### config.mk
export PLATFORM = sky130hd
export DESIGN_NAME = spi_subsys
export DESIGN_NICKNAME = d
export VERILOG_FILES = /design/src/verilog/spi_pkg.sv /design/src/verilog/spi_master.sv /design/src/verilog/spi_arbiter.sv /design/src/verilog/spi_poller.sv /design/src/verilog/spi_subsys.sv
export SDC_FILE = /design/constraint.sdc
export NUM_CORES = 1
export LEC_CHECK = 0
export CAP_MARGIN = 0
export CORE_ASPECT_RATIO = 0.5
export CORE_MARGIN = 1
export CORE_UTILIZATION = 40
export CTS_CLUSTER_DIAMETER = 120
export CTS_CLUSTER_SIZE = 12
export DETAILED_ROUTE_END_ITERATION = 12
export DONT_BUFFER_PORTS = 1
export GPL_ROUTABILITY_DRIVEN = 0
export PLACE_DENSITY_LB_ADDON = 0.08
export SETUP_SLACK_MARGIN = 0.15
export SYNTH_ARGS = -nofsm -noshare
export SYNTH_HDL_FRONTEND = slang
export SYNTH_SLANG_ARGS = --single-unit
### constraint.sdc
create_clock -name sys_clk -period 1.9 [get_ports sys_clk]
set_input_delay 0.19 -clock sys_clk [delete_from_list [all_inputs] [get_ports sys_clk]]
set_output_delay 0.19 -clock sys_clk [all_outputs]
set_load 0.02 [all_outputs]
### src/verilog/spi_pkg.sv
//~~~~~~~~~~~~~~~~~~~~~~~~~~~~~~~~~~~~~~~~~~~~~~~~~~~~~~~~~~~~~~~~~~~~~~~~~~
// shared types for the spi subsystem
// owner tag and engine state enums, request and response structs
//~~~~~~~~~~~~~~~~~~~~~~~~~~~~~~~~~~~~~~~~~~~~~~~~~~~~~~~~~~~~~~~~~~~~~~~~~~
package spi_pkg;

	// which client a transfer belongs to
	typedef enum logic {
		OWN_HOST = 1'b0,				// host command port
		OWN_POLL = 1'b1					// status poller
	} spi_owner_e;

	// engine states
	typedef enum logic [2:0] {
		ST_IDLE = 3'd0,					// cs high, waiting for start
		ST_HALF = 3'd1,					// counting out a half period
		ST_EDGE = 3'd2,					// sclk toggles at end of this cycle
		ST_LAST = 3'd3,					// trailing half period before cs rises
		ST_DONE = 3'd4					// done strobe cycle
	} spi_state_e;

	// request into the engine
	typedef struct packed {
		spi_owner_e owner;				// tag carried through to response
		logic [7:0] data;				// byte for mosi
	} spi_xfer_t;

	// completed transfer out of the engine
	typedef struct packed {
		spi_owner_e owner;				// copied from request
		logic [7:0] data;				// byte from miso
	} spi_rsp_t;

endpackage

### src/verilog/spi_master.sv
//~~~~~~~~~~~~~~~~~~~~~~~~~~~~~~~~~~~~~~~~~~~~~~~~~~~~~~~~~~~~~~~~~~~~~~~~~~
// spi_master: one-byte spi engine, single chip select
// fsm, half period divider, sclk for cpol/cpha, mosi and miso shifters
//~~~~~~~~~~~~~~~~~~~~~~~~~~~~~~~~~~~~~~~~~~~~~~~~~~~~~~~~~~~~~~~~~~~~~~~~~~
`timescale 1ns/1ns

module spi_master #(
	parameter logic        CPOL    = 1'b1,			// sclk idle level
	parameter logic        CPHA    = 1'b1,			// 1 = sample on trailing edge
	parameter logic [15:0] CLK_DIV = 16'd3			// sys_clk cycles per half period, minus one
) (
	input  logic               sys_clk,
	input  logic               sys_rst_n,
	input  logic               xfer_start,		// one-cycle start strobe
	input  spi_pkg::spi_xfer_t xfer,			// byte and owner, valid with start
	output logic               xfer_done,		// one-cycle end strobe
	output spi_pkg::spi_rsp_t  rsp,				// valid with xfer_done
	output logic               busy,
	output logic               cs,
	output logic               sclk,
	output logic               mosi,
	input  logic               miso
);

	spi_pkg::spi_state_e state;
	spi_pkg::spi_owner_e owner_q;				// owner latched at start
	logic [15:0]         cnt_clk;				// half period counter
	logic [3:0]          cnt_edge;				// sclk edges seen, 0..15
	logic [7:0]          tx_shift;
	logic [7:0]          rx_shift;
	logic                half_end;
	logic                last_end;
	logic                shift_en;
	logic                sample_en;

	assign half_end  = (cnt_clk == CLK_DIV - 16'd1);	// edge cycle takes the last count
	assign last_end  = (cnt_clk == CLK_DIV);
	// cpha=1 keeps bit 7 through the first pair of edges
	assign shift_en  = CPHA ? (~cnt_edge[0] && cnt_edge != 4'd0) : cnt_edge[0];
	assign sample_en = CPHA ? cnt_edge[0] : ~cnt_edge[0];

	assign busy      = (state != spi_pkg::ST_IDLE);
	assign mosi      = tx_shift[7];				// msb first
	assign rsp.owner = owner_q;
	assign rsp.data  = rx_shift;

	always_ff @(posedge sys_clk) begin
		if (!sys_rst_n) begin
			state <= spi_pkg::ST_IDLE;
		end else begin
			case (state)
				spi_pkg::ST_IDLE: begin
					if (xfer_start && CLK_DIV == 16'd0)
						state <= spi_pkg::ST_EDGE;		// no wait cycles at div 0
					else if (xfer_start)
						state <= spi_pkg::ST_HALF;
				end
				spi_pkg::ST_HALF: begin
					if (half_end)
						state <= spi_pkg::ST_EDGE;
				end
				spi_pkg::ST_EDGE: begin
					if (cnt_edge == 4'd15)
						state <= spi_pkg::ST_LAST;
					else if (CLK_DIV != 16'd0)
						state <= spi_pkg::ST_HALF;
				end
				spi_pkg::ST_LAST: begin
					if (last_end)
						state <= spi_pkg::ST_DONE;
				end
				default: state <= spi_pkg::ST_IDLE;	// done back to idle
			endcase
		end
	end

	always_ff @(posedge sys_clk) begin
		if (!sys_rst_n)
			cnt_clk <= 16'd0;
		else if ((state == spi_pkg::ST_HALF && !half_end) ||
				(state == spi_pkg::ST_LAST && !last_end))
			cnt_clk <= cnt_clk + 16'd1;
		else
			cnt_clk <= 16'd0;						// restart each half period
	end

	always_ff @(posedge sys_clk) begin
		if (!sys_rst_n) begin
			cnt_edge  <= 4'd0;
			sclk      <= CPOL;
			cs        <= 1'b1;
			xfer_done <= 1'b0;
			tx_shift  <= 8'd0;
		end else begin
			xfer_done <= (state == spi_pkg::ST_LAST) && last_end;
			if (state == spi_pkg::ST_IDLE) begin
				cnt_edge <= 4'd0;
				sclk     <= CPOL;
			end else if (state == spi_pkg::ST_EDGE) begin
				cnt_edge <= cnt_edge + 4'd1;		// wraps to 0 after edge 15
				sclk     <= ~sclk;
			end
			if (state == spi_pkg::ST_IDLE && xfer_start)
				cs <= 1'b0;
			else if (state == spi_pkg::ST_LAST && last_end)
				cs <= 1'b1;						// rises with xfer_done
			if (state == spi_pkg::ST_IDLE && xfer_start)
				tx_shift <= xfer.data;
			else if (state == spi_pkg::ST_EDGE && shift_en)
				tx_shift <= {tx_shift[6:0], 1'b0};
			else if (state == spi_pkg::ST_DONE)
				tx_shift <= 8'd0;					// park mosi low
		end
	end

	// receive byte and owner tag
	always_ff @(posedge sys_clk) begin
		if (state == spi_pkg::ST_IDLE && xfer_start) begin
			rx_shift <= 8'd0;
			owner_q  <= xfer.owner;
		end else if (state == spi_pkg::ST_EDGE && sample_en) begin
			rx_shift <= {rx_shift[6:0], miso};
		end
	end

endmodule

### src/verilog/spi_arbiter.sv
//~~~~~~~~~~~~~~~~~~~~~~~~~~~~~~~~~~~~~~~~~~~~~~~~~~~~~~~~~~~~~~~~~~~~~~~~~~
// spi_arbiter: one pending slot per client, host has priority
// response routing by owner tag
//~~~~~~~~~~~~~~~~~~~~~~~~~~~~~~~~~~~~~~~~~~~~~~~~~~~~~~~~~~~~~~~~~~~~~~~~~~
`timescale 1ns/1ns

module spi_arbiter (
	input  logic               sys_clk,
	input  logic               sys_rst_n,
	input  logic               host_req,
	input  spi_pkg::spi_xfer_t host_data,
	output logic               host_done,
	output logic [7:0]         host_rx,
	input  logic               poll_req,
	input  spi_pkg::spi_xfer_t poll_xfer,
	output logic               poll_done,
	output logic [7:0]         poll_rx,
	output logic               xfer_start,
	output spi_pkg::spi_xfer_t xfer,
	input  logic               busy,
	input  logic               xfer_done,
	input  spi_pkg::spi_rsp_t  rsp
);

	spi_pkg::spi_xfer_t host_q;			// held host request
	spi_pkg::spi_xfer_t poll_q;			// held poll request
	spi_pkg::spi_rsp_t  rsp_q;			// registered response
	logic               host_pend;
	logic               poll_pend;
	logic               inflight;		// granted, engine not yet done
	logic               done_q;
	logic               grant;

	assign grant     = !busy && !inflight && (host_pend || poll_pend);
	assign host_done = done_q && (rsp_q.owner == spi_pkg::OWN_HOST);
	assign poll_done = done_q && (rsp_q.owner == spi_pkg::OWN_POLL);
	assign host_rx   = rsp_q.data;
	assign poll_rx   = rsp_q.data;

	always_ff @(posedge sys_clk) begin
		if (!sys_rst_n) begin
			host_pend  <= 1'b0;
			poll_pend  <= 1'b0;
			inflight   <= 1'b0;
			xfer_start <= 1'b0;
			done_q     <= 1'b0;
		end else begin
			if (host_req && !host_pend)
				host_pend <= 1'b1;				// repeat strobes dropped while pending
			else if (xfer_done && rsp.owner == spi_pkg::OWN_HOST)
				host_pend <= 1'b0;
			if (poll_req && !poll_pend)
				poll_pend <= 1'b1;
			else if (xfer_done && rsp.owner == spi_pkg::OWN_POLL)
				poll_pend <= 1'b0;
			if (grant)
				inflight <= 1'b1;
			else if (xfer_done)
				inflight <= 1'b0;
			xfer_start <= grant;
			done_q     <= xfer_done;
		end
	end

	// payload, no reset
	always_ff @(posedge sys_clk) begin
		if (host_req && !host_pend)
			host_q <= host_data;
		if (poll_req && !poll_pend)
			poll_q <= poll_xfer;
		if (grant)
			xfer <= host_pend ? host_q : poll_q;	// host first
		if (xfer_done)
			rsp_q <= rsp;
	end

endmodule

### src/verilog/spi_poller.sv
//~~~~~~~~~~~~~~~~~~~~~~~~~~~~~~~~~~~~~~~~~~~~~~~~~~~~~~~~~~~~~~~~~~~~~~~~~~
// spi_poller: periodic status read
// period counter, fixed command request, status byte latch
//~~~~~~~~~~~~~~~~~~~~~~~~~~~~~~~~~~~~~~~~~~~~~~~~~~~~~~~~~~~~~~~~~~~~~~~~~~
`timescale 1ns/1ns

module spi_poller #(
	parameter logic [15:0] POLL_PERIOD = 16'd400,		// cycles from done to next request
	parameter logic [7:0]  POLL_CMD    = 8'h3c			// command byte sent each poll
) (
	input  logic               sys_clk,
	input  logic               sys_rst_n,
	output logic               poll_req,
	output spi_pkg::spi_xfer_t poll_xfer,
	input  logic               poll_done,
	input  logic [7:0]         poll_rx,
	output logic [7:0]         status,
	output logic               status_valid
);

	logic [15:0] cnt_period;
	logic        wait_rsp;					// request out, no response yet
	logic        hit;

	assign hit             = (cnt_period == POLL_PERIOD);
	assign poll_xfer.owner = spi_pkg::OWN_POLL;
	assign poll_xfer.data  = POLL_CMD;

	always_ff @(posedge sys_clk) begin
		if (!sys_rst_n) begin
			cnt_period   <= 16'd0;
			wait_rsp     <= 1'b0;
			poll_req     <= 1'b0;
			status       <= 8'd0;
			status_valid <= 1'b0;
		end else begin
			poll_req     <= hit && !wait_rsp;	// one strobe per period
			status_valid <= poll_done;
			if (poll_done) begin
				cnt_period <= 16'd0;			// next period starts here
				wait_rsp   <= 1'b0;
				status     <= poll_rx;
			end else if (hit) begin
				wait_rsp   <= 1'b1;			// hold count until done
			end else if (!wait_rsp) begin
				cnt_period <= cnt_period + 16'd1;
			end
		end
	end

endmodule

### src/verilog/spi_subsys.sv
//~~~~~~~~~~~~~~~~~~~~~~~~~~~~~~~~~~~~~~~~~~~~~~~~~~~~~~~~~~~~~~~~~~~~~~~~~~
// spi_subsys: top level of the spi master subsystem
// poller, arbiter and engine with their parameters
//~~~~~~~~~~~~~~~~~~~~~~~~~~~~~~~~~~~~~~~~~~~~~~~~~~~~~~~~~~~~~~~~~~~~~~~~~~
`timescale 1ns/1ns

module spi_subsys #(
	parameter logic        CPOL        = 1'b1,
	parameter logic        CPHA        = 1'b1,
	parameter logic [15:0] CLK_DIV     = 16'd3,
	parameter logic [15:0] POLL_PERIOD = 16'd400,
	parameter logic [7:0]  POLL_CMD    = 8'h3c
) (
	input  logic       sys_clk,
	input  logic       sys_rst_n,
	input  logic       host_req,		// one-cycle strobe
	input  logic [7:0] host_data,
	output logic       host_done,
	output logic [7:0] host_rx,
	output logic [7:0] status,			// last polled byte
	output logic       status_valid,
	output logic       cs,
	output logic       sclk,
	output logic       mosi,
	input  logic       miso
);

	spi_pkg::spi_xfer_t host_xfer;		// host byte with owner tag
	spi_pkg::spi_xfer_t poll_xfer;
	spi_pkg::spi_xfer_t xfer;
	spi_pkg::spi_rsp_t  rsp;
	logic               poll_req;
	logic               poll_done;
	logic [7:0]         poll_rx;
	logic               xfer_start;
	logic               xfer_done;
	logic               busy;

	assign host_xfer.owner = spi_pkg::OWN_HOST;
	assign host_xfer.data  = host_data;

	spi_poller #(
		.POLL_PERIOD (POLL_PERIOD),
		.POLL_CMD    (POLL_CMD)
	) poller0 (
		.sys_clk      (sys_clk),
		.sys_rst_n    (sys_rst_n),
		.poll_req     (poll_req),
		.poll_xfer    (poll_xfer),
		.poll_done    (poll_done),
		.poll_rx      (poll_rx),
		.status       (status),
		.status_valid (status_valid)
	);

	spi_arbiter arb0 (
		.sys_clk    (sys_clk),
		.sys_rst_n  (sys_rst_n),
		.host_req   (host_req),
		.host_data  (host_xfer),
		.host_done  (host_done),
		.host_rx    (host_rx),
		.poll_req   (poll_req),
		.poll_xfer  (poll_xfer),
		.poll_done  (poll_done),
		.poll_rx    (poll_rx),
		.xfer_start (xfer_start),
		.xfer       (xfer),
		.busy       (busy),
		.xfer_done  (xfer_done),
		.rsp        (rsp)
	);

	spi_master #(
		.CPOL    (CPOL),
		.CPHA    (CPHA),
		.CLK_DIV (CLK_DIV)
	) master0 (
		.sys_clk    (sys_clk),
		.sys_rst_n  (sys_rst_n),
		.xfer_start (xfer_start),
		.xfer       (xfer),
		.xfer_done  (xfer_done),
		.rsp        (rsp),
		.busy       (busy),
		.cs         (cs),
		.sclk       (sclk),
		.mosi       (mosi),
		.miso       (miso)
	);

endmodule

# Word level (Yosys, flattened, before mapping)
# Index checks and enable logic that the tools add are counted.
[op_classes] reduce_logical=38 addsub=3 n_lt_le_gt_ge=0 n_mux=17 div=0 bitwise=7 shift=0 mul=0 eq_ne=11
[op_table] cell="$add 16x1->16 const B" count=2
[op_table] cell="$eq 16x2->1 const B" count=2
[op_table] cell="$mux 8" count=3
[op_table] cell="$eq 16x9->1 const B" count=1
[op_table] cell="$logic_and 1x1->1" count=16
[op_table] cell="$pmux 3 s4" count=1
[op_table] cell="$mux 3" count=3
[op_table] cell="$mux 9" count=1
[op_table] cell="$mux 1" count=8
[op_table] cell="$reduce_bool 2->1" count=4
[op_table] cell="$logic_not 1->1" count=7
[op_table] cell="$not 1->1" count=7
[op_table] cell="$eq 3x2->1 const B" count=2
[op_table] cell="$reduce_bool 3->1" count=2
[op_table] cell="$add 4x1->4 const B" count=1
[op_table] cell="$eq 4x4->1 const B" count=1
[op_table] cell="$ne 2x1->1 const B" count=2
[op_table] cell="$reduce_and 2->1" count=2
[op_table] cell="$reduce_bool 4->1" count=1
[op_table] cell="$reduce_or 2->1" count=2
[op_table] cell="$eq 3x1->1 const B" count=1
[op_table] cell="$eq 3x3->1 const B" count=1
[op_table] cell="$logic_not 3->1" count=1
[op_table] cell="$reduce_and 3->1" count=1
[op_table] cell="other kinds (3)" count=4
[word_totals] n_memories=0 out_inout_bits=21 latchBits=0 regBits=101 in_bits=12 elab_cells=100 romBits=0 ram_bits=0

# Longest topological paths before layout
[logic_depth] word_depth=5 mapped_depth=7 mapped_depth_nobuf=6

# Hierarchy
# From an unflattened synthesis, not the netlist that was laid out.
[unflattened] hier_cells=442 hier_area_um2=4768.3
[modules_own_cells] module="spi_master" n_inst=1 cells_per_inst=214 seq_area_each_um2=870.8 area_per_inst_um2=1923.1
[modules_own_cells] module="spi_arbiter" n_inst=1 cells_per_inst=82 seq_area_each_um2=1181.1 area_per_inst_um2=1537.7
[modules_own_cells] module="spi_poller" n_inst=1 cells_per_inst=145 seq_area_each_um2=540.5 area_per_inst_um2=1303.8
[modules_own_cells] module="spi_subsys" n_inst=1 cells_per_inst=1 seq_area_each_um2=0.0 area_per_inst_um2=3.8

# Worst setup path after synthesis
# No wires, ideal clock.
[synth_timing] kind="reg2reg" from="register master0.state[2]" to="register arb0.xfer[0] (netlist name)" required_ns=1.510 synth_period_minus_slack_ns=1.979 stages_incl_launch_ff=4 setup_slack_ns=-0.079 path_buffers=1 setup_ns=0.390 arrival_time_ns=1.589 cell_sequence="dfxtp_1 > clkbuf_1 > or3_1 > nor3_1"
[synth_between] elab_chain_cells=4
[synth_rtl] element="from (decl)" line_no="spi_master.sv:25" source="spi_pkg::spi_state_e state;"
[synth_rtl] element="from (signal assigned)" line_no="spi_master.sv:49" source="state <= spi_pkg::ST_IDLE;"
[synth_rtl] element="from (signal assigned)" line_no="spi_master.sv:54" source="state <= spi_pkg::ST_EDGE;"
[synth_rtl] element="from (signal assigned)" line_no="spi_master.sv:56" source="state <= spi_pkg::ST_HALF;"
[synth_rtl] element="$reduce_bool 3->1" line_no="spi_master.sv:42" source="assign busy = (state != spi_pkg::ST_IDLE);"
[synth_rtl] element="$logic_not 1->1" line_no="spi_arbiter.sv:34" source="assign grant = !busy && !inflight && (host_pend || poll_pend);"
[synth_rtl] element="$logic_and 1x1->1 (2 in a row)" line_no="spi_arbiter.sv:34"
[synth_rtl] element="net arb0.grant" line_no="spi_arbiter.sv:32" source="logic grant;"
# The timed path passes the listed nets, and every way through them passes these cells.
# A chain may end at the register's enable or synchronous reset.

# Worst setup path after layout
[layout_timing] from="register master0.cnt_clk[9]" to="register master0.cs"
[layout_between] elab_chain_cells=3
[layout_rtl] element="from (decl)" line_no="spi_master.sv:27" source="logic [15:0] cnt_clk;"
[layout_rtl] element="from (signal assigned)" line_no="spi_master.sv:82" source="cnt_clk <= cnt_clk + 16'd1;"
[layout_rtl] element="$eq 16x2->1" line_no="spi_master.sv:37" source="assign last_end = (cnt_clk == CLK_DIV);"
[layout_rtl] element="$logic_and 1x1->1" line_no="spi_master.sv:105" source="else if (state == spi_pkg::ST_LAST && last_end)"
[layout_rtl] element="$reduce_bool 2->1 (no source line)"
[layout_rtl] element="to (signal assigned)" line_no="spi_master.sv:91" source="cs <= 1'b1;"
[layout_rtl] element="to (signal assigned)" line_no="spi_master.sv:104" source="cs <= 1'b0;"
[layout_rtl] element="to (signal assigned)" line_no="spi_master.sv:106" source="cs <= 1'b1;"
[layout_rtl] element="to (decl)" line_no="spi_master.sv:19" source="output logic cs,"
# No other way between the ends.

==> reports/results.ini <==
[global_route]
grt_use_total_pct = 14.6
grt_pass1_vias = 2532
grt_pass1_wl_mm = 12.3
grt_start_max_net_pins = 19
antenna_found_initial = 0
overflow = 0

[floorplanning]
die_w_um = 145
dieArea_um2 = 10700
start_util_pct = 42.4
core-area_um2 = 9700
rows = 25
pin_count = 33
die_y_um = 73.7

[layout]
antenna_cells = 0
drive_gt1_share_pct = 8.76
multi_input_area_um2 = 1650
fill_cells = 918
fin_nets = 424
fin_cells = 546
utilization_pct = 47.9
syn_to_final_growth_pct = 13.0
ff_latch_area_um2 = 2300

[sta]
min_period_ns = 1.70
post-route-period-util_pct = 89.3
worst_slew_pin_slew_ns = 0.636
fmaxAchievable_ghz = 0.589
finalHoldViolCount = 0
grt_setup_unrepaired = true
relSlewSlack_pct = 57.2
tns_ns = 0
slew_viol_final = 0
setup_viol = 0
fin_worst_skew_ns = 0.00591

[clocking]
cts_buffers = 9
cts_setup_buffers = 0
clkLatencyLatePin_ns = 0.34
clk_pin_slew_ns = 0.07
cts_htree_levels = 3
tritoncts = done
clk_path_buf_depth = 2
cts_sinks = 101
cts_root_buf = clkbuf_16

[critical_path]
worstSetupEndpointType = register
start_kind = register
critPathKind = register to register
crit_path_max_incr_delay_ns = 0.56
required_ns = 2.15
crit_path_cell_trace = or4_1 -> nor3_2 -> nand4_1 -> o31ai_2
path_max_fanout = 6
cp.arrival_ns = 1.95
crit_slowest_cell = or4_1

[route]
drt-vias-per-instance = 5.09
routed_wl_mm = 7.38
post_drt_wl_per_cell_um = 13.5
first_pass_iters = 4
drc = 0
vias = 2780
drtIter0Drc = 125
ant_nets = 0

[synthesis]
synthFlopType = dfxtp_1
synth_area_um2 = 4110
synth.distinct_cells = 52
yosys.area.top_type = dfxtp_1
ys_ff_latch = 101
synth_area_leaders = dfxtp_1 36%, edfxtp_1 20%, nand2_1 3.7%
synthCells = 400
avgSynthCellArea_um2 = 10.3
synthArstFlopShare_pct = 0
yosysWarnings = 0
syn-num-nets = 418
yosysSeqAreaShare_pct = 55.8
yosysTopAreaCellShare_pct = 36.1
synth_edf_count = 27

[worst_hold_path]
hold_class = primary input to register

[job]
maxCapViolCount = 0

[power_and_ir_drop]
vdd_drop_max_mv = 0.433
p_leak_nw = 1.61
cellPowerDensity_nw_per_um2 = 915
design_power_total_mw = 4.25

[placed_design]
io_buffers = 0
post-place-cells = 520
place_hpwl_mm = 5.11

[status]
status = finished clean

-- worst max-delay path: cells and delay by family, from the launching register on --
kind	cells	cell delay, ns
simple gates	3	1.01
flops	1	0.35
compound gates	1	0.25
-- flip-flops by register name, indices dropped and copies added (netlist names) --
name                  cells
master0.state             3
poller0.status            8
arb0.host_pend            1
arb0.xfer_start           1
arb0.xfer                 9
master0.tx_shift          8
arb0.host_q               8
master0.owner_q           1
master0.rx_shift          8
master0.cnt_clk          16
arb0.host_rx              8
master0.xfer_done         1
arb0.done_q               1
arb0.inflight             1
poller0.poll_req          1
arb0.poll_pend            1
poller0.cnt_period       16
arb0.rsp_q                1
poller0.wait_rsp          1
poller0.status_valid      1
master0.cs                1
master0.sclk              1
master0.cnt_edge          4
-- cells in the final DEF, fill, tap and decap left out, types with 3 or more instances in the layout --
cell           synthesis  final
and3_1                 4      4
dfxtp_1               74     72
a21oi_1               13     13
o21ai_0                9      9
o31ai_1                3      3
xnor2_1               10     10
clkbuf_16              0      9
edfxtp_1              27     27
nor4_1                 7      7
buf_4                  8      8
o221ai_1               7      7
dlygate4sd3_1          0     10
and2_1                11     11
ha_1                   6      6
inv_1                 18     18
nand2b_1               6      6
nor3_1                 8      7
nor2b_1                6      6
nand2_1               41     41
a22o_1                 8      8
xor2_1                14     14
nand3_1               13     13
or4_1                  3      3
and4_1                 8      8
nand4_1               13     13
or3_1                  3      3
nor2_1                34     34
-- metrics by stage --
stage	worst slack, ns	hold slack (ns)	cell area (um^2)
final	0.203	0.0157	4640
after CTS	0.171	0.00194	4620
after detailed placement	0.109	0.289	4220
after global routing	0.112	0.00365	4640
after floorplan	0.217	0.289	4110
after global placement	0.183	0.289	4220
-- cells in the mapped netlist (3+ instances only) --
master    count
dfxtp_1      74
nand2_1      41
nor2_1       34
edfxtp_1     27
inv_1        18
xor2_1       14
a21oi_1      13
nand3_1      13
nand4_1      13
and2_1       11
clkbuf_1     10
xnor2_1      10
o21ai_0       9
a22o_1        8
and4_1        8
buf_4         8
nor3_1        8
nor4_1        7
o221ai_1      7
ha_1          6
nand2b_1      6
nor2b_1       6
and3_1        4
o31ai_1       3
or3_1         3
or4_1         3
-- metal layers --
| layer | vias up | track usage (%) | wire [um] |
|---|---|---|---|
| li1 | 1429 | - | - |
| met1 | 1301 | 19.4 | 3870 |
| met2 | 43 | 22.7 | 3140 |
| met3 | 7 | 5.09 | 317 |
| met4 | 0 | 4.33 | 49 |
| met5 | - | 0 | 0 |
-- final cells by class --
type | instances | share of cell area (%)
Clock buffer | 10 | 4.93
Inverter | 18 | 1.46
Tap cell | 135 | 3.64
Timing Repair Buffer | 18 | 3.45
Sequential cell | 101 | 49.5
Clock inverter | 6 | 1.54
Multi-Input combinational cell | 258 | 35.5
-- kinds of logic (layout without fill, tap and decap cells) --
group | Yosys count | count (layout) | synth area share, %
multiplexers | 3 | 3 | 0.792
AO/OA/AOI/OAI | 54 | 54 | 9.29
adder cells (fa/ha/maj) | 6 | 6 | 1.83
XOR/XNOR | 24 | 24 | 5.12
buffers and inverters | 41 | 52 | 4.75
AND/OR/NAND/NOR | 171 | 171 | 22.4
flip-flops | 101 | 101 | 55.8
-- power by group --
group          switching, mW  leakage (nW)  total, mW  internal (mW)
Sequential            0.0305         0.848       2.28           2.25
Clock                  0.791         0.140       1.82           1.03
Combinational         0.0779         0.618      0.138         0.0606
-- worst paths after layout --
check / startpoint / to / slack, ns / depth (start not counted)
worst max-delay path: master0.cnt_clk[9] / master0.cs / 0.20 / 4
worst min-delay path: sys_rst_n / poller0.poll_req / 0.02 / 1
worst max register to register: master0.cnt_clk[9] / master0.cs / 0.20 / 4
worst min register to register: arb0.xfer[8] / master0.owner_q / 0.42 / 0
-- timing repair --
item / CTS / global route
endpoints found under the setup margin: 2 / 19
resized for setup: 2 / 5
hold buffers: 10 / 0
endpoints found under the hold margin: 20 / 0
cloned: 0 / 0
Power figures use the tool's default switching activity.
